## config.mk

```make
export PLATFORM = sky130hd
export DESIGN_NAME = inflight_tracker_top
export DESIGN_NICKNAME = d
export VERILOG_FILES = /design/src/source/tracker_pkg.sv /design/src/source/completion_arbiter.sv /design/src/source/exec_unit.sv /design/src/source/id_generator.sv /design/src/source/inflight_tracker_top.sv /design/src/source/issue_unit.sv
export VERILOG_INCLUDE_DIRS = /design/src /design/src/source
export SDC_FILE = /design/constraint.sdc
export NUM_CORES = 1
export LEC_CHECK = 0
export BUFFER_PORTS_ARGS = -buffer_cell sky130_fd_sc_hd__buf_4
export CORE_MARGIN = 1.5
export CORE_UTILIZATION = 35
export CTS_BUF_LIST = sky130_fd_sc_hd__clkbuf_8
export DETAILED_ROUTE_END_ITERATION = 16
export PLACE_DENSITY = 0.61
export SLEW_MARGIN = 20
export SYNTH_ARGS = -nofsm -noshare
export SYNTH_HDL_FRONTEND = slang
export SYNTH_HIERARCHICAL = 1
export SYNTH_SLANG_ARGS = --single-unit
```

## constraint.sdc

```tcl
create_clock -name clk -period 11.8 [get_ports clk]
set_clock_uncertainty 0.15 [all_clocks]
set_input_delay 1.18 -clock clk [delete_from_list [all_inputs] [get_ports clk]]
set_output_delay 1.18 -clock clk [all_outputs]
set_load 0.1 [all_outputs]
```

## src/source/tracker_defines.svh

```systemverilog
`ifndef TRACKER_DEFINES_SVH
`define TRACKER_DEFINES_SVH

// Number of in-flight IDs
// Also bounds the results waiting in any one unit queue
`define TRK_NUM_IDS 4
`define TRK_ID_W 2

// Execution units and the select field that names one
`define TRK_NUM_UNITS 2
`define TRK_UNIT_W 1

// Pipeline depth of every execution unit in cycles
`define TRK_EXEC_LATENCY 3

// Operand and result width
`define TRK_DATA_W 32

`endif

```

## src/source/tracker_pkg.sv

```systemverilog
`default_nettype none
`include "tracker_defines.svh"

package tracker_pkg;

    // Arithmetic operations
    // op_shl shifts a left by the low bits of b
    typedef enum logic [1:0] {
        op_add,
        op_sub,
        op_xor,
        op_shl
    } op_e;

    // Tag carried by an instruction from issue to completion
    typedef logic [`TRK_ID_W-1:0] id_t;

    // Instruction as it arrives from outside
    typedef struct packed {
        op_e                    op;
        logic [`TRK_UNIT_W-1:0] unit;
        logic [`TRK_DATA_W-1:0] a;
        logic [`TRK_DATA_W-1:0] b;
    } instr_t;

    // Tagged instruction sent to the execution units
    typedef struct packed {
        op_e                    op;
        logic [`TRK_DATA_W-1:0] a;
        logic [`TRK_DATA_W-1:0] b;
        id_t                    id;
    } dispatch_t;

    // Computed value and the ID it belongs to
    typedef struct packed {
        id_t                    id;
        logic [`TRK_DATA_W-1:0] value;
    } result_t;

endpackage

`default_nettype wire

```

## src/source/completion_arbiter.sv

```systemverilog
`timescale 1ns/1ns
`default_nettype none
`include "tracker_defines.svh"

module completion_arbiter
    import tracker_pkg::*;
(
    input  logic                      clk,
    input  logic                      rst,
    input  logic [`TRK_NUM_UNITS-1:0] ready,
    input  result_t                   heads [`TRK_NUM_UNITS],
    output logic [`TRK_NUM_UNITS-1:0] pop,
    output logic                      complete,
    output id_t                       complete_id,
    output logic                      result_valid,
    output result_t                   result
);

    // Index of the granted unit
    logic [`TRK_UNIT_W-1:0] sel;

    // Descending scan so the lowest ready index is the last one kept
    always_comb begin
        sel = '0;
        for (int u = `TRK_NUM_UNITS - 1; u >= 0; u--) begin
            if (ready[u]) begin
                sel = u[`TRK_UNIT_W-1:0];
            end
        end
    end

    // Pop and ID return happen in the grant cycle
    always_comb begin
        pop = '0;
        pop[sel] = |ready;
    end

    assign complete = |ready;
    assign complete_id = heads[sel].id;

    // Output pulse one cycle after the pop
    always_ff @(posedge clk) begin
        if (rst) begin
            result_valid <= 1'b0;
        end else begin
            result_valid <= complete;
        end
    end

    // Chosen head leaves together with result_valid
    always_ff @(posedge clk) begin
        result <= heads[sel];
    end

endmodule

`default_nettype wire

```

## src/source/exec_unit.sv

```systemverilog
`timescale 1ns/1ns
`default_nettype none
`include "tracker_defines.svh"

module exec_unit
    import tracker_pkg::*;
(
    input  logic      clk,
    input  logic      rst,
    input  logic      dispatch_valid,
    input  dispatch_t dispatch,
    input  logic      pop,
    output logic      ready,
    output result_t   head
);

    // Pipeline stages
    logic [`TRK_EXEC_LATENCY-1:0] stage_valid;
    result_t                      stage_data [`TRK_EXEC_LATENCY];
    logic [`TRK_DATA_W-1:0]       exec_value;

    // Result queue
    result_t                      queue_mem [`TRK_NUM_IDS];
    id_t                          wr_ptr;
    id_t                          rd_ptr;
    logic [`TRK_ID_W:0]           count;
    logic                         push;
    logic                         full;

    // Whole operation done ahead of the first stage register
    always_comb begin
        case (dispatch.op)
            op_add:  exec_value = dispatch.a + dispatch.b;
            op_sub:  exec_value = dispatch.a - dispatch.b;
            op_xor:  exec_value = dispatch.a ^ dispatch.b;
            op_shl:  exec_value = dispatch.a << dispatch.b[$clog2(`TRK_DATA_W)-1:0];
            default: exec_value = '0;
        endcase
    end

    // Valid bits shift every cycle without a stall
    always_ff @(posedge clk) begin
        if (rst) begin
            stage_valid <= '0;
        end else begin
            stage_valid[0] <= dispatch_valid;
            for (int s = 1; s < `TRK_EXEC_LATENCY; s++) begin
                stage_valid[s] <= stage_valid[s-1];
            end
        end
    end

    // Value and ID ride along with the valid bits
    always_ff @(posedge clk) begin
        stage_data[0].id <= dispatch.id;
        stage_data[0].value <= exec_value;
        for (int s = 1; s < `TRK_EXEC_LATENCY; s++) begin
            stage_data[s] <= stage_data[s-1];
        end
    end

    // Last stage drops straight into the queue
    assign push = stage_valid[`TRK_EXEC_LATENCY-1];
    assign full = (count == (`TRK_ID_W+1)'(`TRK_NUM_IDS));

    always_ff @(posedge clk) begin
        if (push) begin
            queue_mem[wr_ptr] <= stage_data[`TRK_EXEC_LATENCY-1];
        end
    end

    // Pointers are ID wide so they wrap at the queue depth
    always_ff @(posedge clk) begin
        if (rst) begin
            wr_ptr <= '0;
            rd_ptr <= '0;
            count <= '0;
        end else begin
            if (push) begin
                wr_ptr <= wr_ptr + 1'b1;
            end
            if (pop) begin
                rd_ptr <= rd_ptr + 1'b1;
            end
            case ({push, pop})
                2'b10:   count <= count + 1'b1;
                2'b01:   count <= count - 1'b1;
                default: count <= count;
            endcase
        end
    end

    assign ready = (count != '0);
    assign head = queue_mem[rd_ptr];

    // ID count bounds the queue contents
    no_push_when_full: assert property (@(posedge clk) disable iff (rst)
        push |-> !full)
        else $error("exec_unit: push into a full result queue");

    // Arbiter only pops units that report ready
    no_pop_when_empty: assert property (@(posedge clk) disable iff (rst)
        pop |-> ready)
        else $error("exec_unit: pop from an empty result queue");

endmodule

`default_nettype wire

```

## src/source/id_generator.sv

```systemverilog
`timescale 1ns/1ns
`default_nettype none
`include "tracker_defines.svh"

module id_generator
    import tracker_pkg::*;
(
    input  logic clk,
    input  logic rst,
    input  logic advance,
    input  logic complete,
    input  id_t  complete_id,
    output id_t  issue_id,
    output logic id_available
);

    // One bit per ID, high while the ID is in flight
    logic [`TRK_NUM_IDS-1:0] in_use;
    logic [`TRK_NUM_IDS-1:0] set_mask;
    logic [`TRK_NUM_IDS-1:0] clear_mask;

    // Issue sets the granted ID
    // Completion clears the returned ID
    always_comb begin
        set_mask = '0;
        clear_mask = '0;
        set_mask[issue_id] = advance;
        clear_mask[complete_id] = complete;
    end

    // Set applied after clear so a reissued ID stays in use
    always_ff @(posedge clk) begin
        if (rst) begin
            in_use <= '0;
        end else begin
            in_use <= (in_use & ~clear_mask) | set_mask;
        end
    end

    // Ascending scan so the highest free ID is the last one kept
    // With nothing free the completing ID is handed straight back
    always_comb begin
        issue_id = complete_id;
        for (int i = 0; i < `TRK_NUM_IDS; i++) begin
            if (!in_use[i]) begin
                issue_id = id_t'(i);
            end
        end
    end

    // Free bit exists or one is being returned this cycle
    assign id_available = complete | ~(&in_use);

    // Issue side must respect availability
    advance_needs_id: assert property (@(posedge clk) disable iff (rst)
        advance |-> id_available)
        else $error("id_generator: advance without a free ID");

    // Arbiter may only return an ID that was handed out
    complete_in_use: assert property (@(posedge clk) disable iff (rst)
        complete |-> in_use[complete_id])
        else $error("id_generator: completion of an ID not in use");

endmodule

`default_nettype wire

```

## src/source/inflight_tracker_top.sv

```systemverilog
`timescale 1ns/1ns
`default_nettype none
`include "tracker_defines.svh"

module inflight_tracker_top
    import tracker_pkg::*;
(
    input  logic    clk,
    input  logic    rst,
    input  logic    instr_valid,
    input  instr_t  instr,
    output logic    accept,
    output id_t     issue_id,
    output logic    result_valid,
    output result_t result
);

    // ID handshake between generator, issue and arbiter
    logic                      id_available;
    logic                      advance;
    logic                      complete;
    id_t                       complete_id;

    // Issue to units
    logic [`TRK_NUM_UNITS-1:0] dispatch_valid;
    dispatch_t                 dispatch;

    // Units to arbiter
    logic [`TRK_NUM_UNITS-1:0] unit_ready;
    logic [`TRK_NUM_UNITS-1:0] unit_pop;
    result_t                   unit_heads [`TRK_NUM_UNITS];

    id_generator id_generator_i (
        .clk          (clk),
        .rst          (rst),
        .advance      (advance),
        .complete     (complete),
        .complete_id  (complete_id),
        .issue_id     (issue_id),
        .id_available (id_available)
    );

    issue_unit issue_unit_i (
        .instr_valid    (instr_valid),
        .instr          (instr),
        .id_available   (id_available),
        .issue_id       (issue_id),
        .accept         (accept),
        .advance        (advance),
        .dispatch_valid (dispatch_valid),
        .dispatch       (dispatch)
    );

    // One unit per strobe bit
    // All share the dispatch bus
    for (genvar u = 0; u < `TRK_NUM_UNITS; u++) begin : gen_units
        exec_unit exec_unit_i (
            .clk            (clk),
            .rst            (rst),
            .dispatch_valid (dispatch_valid[u]),
            .dispatch       (dispatch),
            .pop            (unit_pop[u]),
            .ready          (unit_ready[u]),
            .head           (unit_heads[u])
        );
    end

    completion_arbiter completion_arbiter_i (
        .clk          (clk),
        .rst          (rst),
        .ready        (unit_ready),
        .heads        (unit_heads),
        .pop          (unit_pop),
        .complete     (complete),
        .complete_id  (complete_id),
        .result_valid (result_valid),
        .result       (result)
    );

endmodule

`default_nettype wire

```

## src/source/issue_unit.sv

```systemverilog
`timescale 1ns/1ns
`default_nettype none
`include "tracker_defines.svh"

module issue_unit
    import tracker_pkg::*;
(
    input  logic                      instr_valid,
    input  instr_t                    instr,
    input  logic                      id_available,
    input  id_t                       issue_id,
    output logic                      accept,
    output logic                      advance,
    output logic [`TRK_NUM_UNITS-1:0] dispatch_valid,
    output dispatch_t                 dispatch
);

    // Only stall point of the design
    // Instruction waits here until an ID frees up
    assign accept = instr_valid & id_available;

    // Granted ID is consumed on the same cycle as the accept
    assign advance = accept;

    // Unit select decoded to a one-hot strobe
    always_comb begin
        dispatch_valid = '0;
        dispatch_valid[instr.unit] = accept;
    end

    // Shared bus to all units
    // Only the strobed unit latches it
    always_comb begin
        dispatch.op = instr.op;
        dispatch.a = instr.a;
        dispatch.b = instr.b;
        dispatch.id = issue_id;
    end

endmodule

`default_nettype wire

```

==> impl_metrics.ini <==
[logic_synthesis]
ys_warn_count = 6
synth_cell_types = 99
ys_ff_latch = 539
seq_area_frac_synth_pct = 51.2
synth_compound_area_share_pct = 11.1
synth_mux_area_share_pct = 14.3
synthAdderAreaFrac_pct = 3.91
synth_largest_area_cell = edfxtp_1
synth_nets = 2291
postSynthCellCount = 2141
syn_avg_cell_area_um2 = 12.3
synth_top_family_by_area = multiplexers
ys.flop_type = edfxtp_1
yosys-top-cells-area = edfxtp_1 31%, dfxtp_1 20%, mux4_2 9.9%
synthesis.area_um2 = 26400
async_reset_ff_share_pct = 0
synth-simple-area-share_pct = 8.92
synth-xor-area-share_pct = 5.83
synth_top_area_share_pct = 30.9
synth_edf_count = 272

[setup_path]
arrival_ps = 6020
cp_cell_sequence = buf_4 > clkinv_1 > ha_1 > and3_1 > and2_2 > nand2_1 > nand2_1 > xor2_1 > ha_1 > a211oi_2 > o21ai_1 > a221oi_2 > o2111ai_1 > nand3_1 > o21ai_0 > and4_2 > nor4b_2
worst-setup-path-type = input pin to flip-flop
critPathLaunchType = input pin
endpoint_kind = flip-flop
slowest_delay_ps = 730
crit_slowest_cell = clkinv_1
cp_top_family = buffers and inverters
cp_num_buf_inv = 2
critPathMaxFanout = 67
critical_path_required_ps = 12210

[timing]
post-route-min-period_ps = 5600
setup_viol = 0
fin_crit_sh_pct = 47.5
setup_tns_ps = 0
clock.fmax_ghz = 0.178
slew_headroom_pct = 28.2
worst_pin_slew_ps = 1080
hold_violations = 0
final-max-slew-violation-count = 0
rsz0062_at_grt = no

[clock_tree]
clk_latency_ps = 660
cts_setup_buffers = 0
cts.sinks = 539
cts_resized = 0
root_buffer = clkbuf_8
holdBufCountCts = 0
cts_buffers = 83
htree_levels = 3
clockBufferDepth = 3
clk_pin_slew_ps = 60
cts_tree = built

[global_routing]
grt_usage_pct = 18.9
grt_pass1_wl_um = 110000
grt_overflow = 0
grt_pass1_vias = 17700
antenna_found_initial = 2
grt_max_degree = 68

[cells_and_area]
final_cells = 3210
layout.nets = 2321
layout_common_cells = 272 x edfxtp_1, 264 x dfxtp_1, 170 x nand2_1
syn_to_final_growth_pct = 10.5
drive_above_1_share_pct = 20.4
final_common_cell = edfxtp_1

[power]
seqPwrFrac_pct = 42.0
p_clk_share_pct = 27.2
power_density_nw_per_um2 = 193
switching_power_w = 0.00196
p_int_w = 0.00368
power.leakage_nw = 10.9
finalPower_w = 0.00564
p_sw_share_pct = 34.7
p_comb_share_pct = 30.8
ir_drop_v = 0.000105

[min_path]
min_path_type = flip-flop to flip-flop

[job]
drv_cap = 0

[routing]
vias = 17700
wire_per_inst_um = 23.0
drtIter0Drc = 1422
postRouteAntennaNets = 0
vias_per_cell = 5.51
drc = 0
wl_um = 73800
dr.pass1.iters = 7

[die]
die_w_um = 278
core_um2 = 74600
die_area_um2 = 77100
chipHeight_um = 278
rows = 100
io_pins = 108
start_util_pct = 35.4

[placed_design]
place_inst = 3055
place_congestion = 0.934
io_buffers = 107
hpwl_um = 51600

[outcome]
outcome = finished clean
-- path summary, 6_finish.rpt --
kind | to | cells after the start | slack [ps] | from
worst max register to register | gen_units[1].exec_unit_i/count[2] | 9 | 8600 | gen_units[0].exec_unit_i/count[0]
worst min-delay path | gen_units[0].exec_unit_i/stage_data[0][92] | 0 | 160 | gen_units[0].exec_unit_i/stage_data[0][58]
worst max-delay path | gen_units[0].exec_unit_i/stage_data[0][31] | 17 | 6200 | instr[1]
worst min register to register | gen_units[0].exec_unit_i/stage_data[0][92] | 0 | 160 | gen_units[0].exec_unit_i/stage_data[0][58]
-- cell families after synthesis --
group | Yosys count
AND/OR/NAND/NOR | 466
multiplexers | 215
buffers and inverters | 230
AO/OA/AOI/OAI | 436
flip-flops | 539
XOR/XNOR | 175
adder cells (fa/ha/maj) | 80
-- state kept, by name, summed over array words and instances (netlist names), named ones only --
register                           cells
id_generator_i/in_use                  4
gen_units.exec_unit_i/stage_valid      6
gen_units.exec_unit_i/rd_ptr           4
gen_units.exec_unit_i/queue_mem      272
gen_units.exec_unit_i/stage_data     204
completion_arbiter_i/result_valid      1
gen_units.exec_unit_i/count            6
gen_units.exec_unit_i/wr_ptr           4
completion_arbiter_i/result           34
-- cell type report --
class / count / area [µm²]
well taps: 969 / 1210
inverters: 53 / 199
multi-input cells: 1372 / 11600
repair buffers: 122 / 916
diodes: 2 / 5.00
clock buffers: 99 / 1360
fillers: 7102 / 45400
flip-flops and latches: 539 / 13500
clock inverters: 54 / 334
-- Yosys cell counts, types with 13 or more instances --
cell and number:
xnor2_1 76, and3_1 19, mux2i_1 55, a21o_1 40, nor3_1 21, o21a_1 13
o22ai_1 18, mux4_2 116, mux2_2 14, mux2_4 29, nor2b_1 16, buf_1 20
a21oi_1 101, o21ai_0 84, dfxtp_1 267, nand3_1 30, o211ai_1 27, a211oi_1 17
buf_4 71, inv_1 51, a31oi_1 15, buf_2 16, ha_1 76, nor2_1 117
nand2_1 170, and2_1 14, xor2_1 98, o221ai_1 26, clkbuf_1 58, edfxtp_1 272
-- per-layer routing --
| metal | share of wire, % | up-vias | track usage [%] |
|---|---|---|---|
| li1 | - | 8021 | - |
| met1 | 44 | 8777 | 26.0 |
| met2 | 45 | 754 | 29.7 |
| met3 | 7.8 | 144 | 3.79 |
| met4 | 3.2 | 0 | 6.84 |
| met5 | 0 | - | 0 |
-- power groups by stage --
stage	clock (W)	combinational [W]	sequential, W
2_1_floorplan	0	0.000914	0.00281
3_3_place_gp	0	0.00173	0.00240
3_5_place_dp	0	0.00174	0.00241
4_1_cts	0.00159	0.00175	0.00237
5_1_grt	0.00167	0.00184	0.00239
6_report	0.00154	0.00174	0.00237
-- metrics by stage --
| step | worst slack, ps | hold WS [ps] | area [µm²] | util [%] |
|---|---|---|---|---|
| 2_1_floorplan | 6690 | 160 | 26400 | - |
| 5_1_grt | 5760 | 163 | 29200 | 39.1 |
| 4_1_cts | 6250 | 152 | 29200 | 39.1 |
| 6_report | 6200 | 158 | 29200 | 39.1 |
| 3_3_place_gp | 5630 | 161 | 27500 | 36.8 |
| 3_5_place_dp | 5530 | 162 | 27500 | 36.8 |
(Power assumes the default switching activity.)
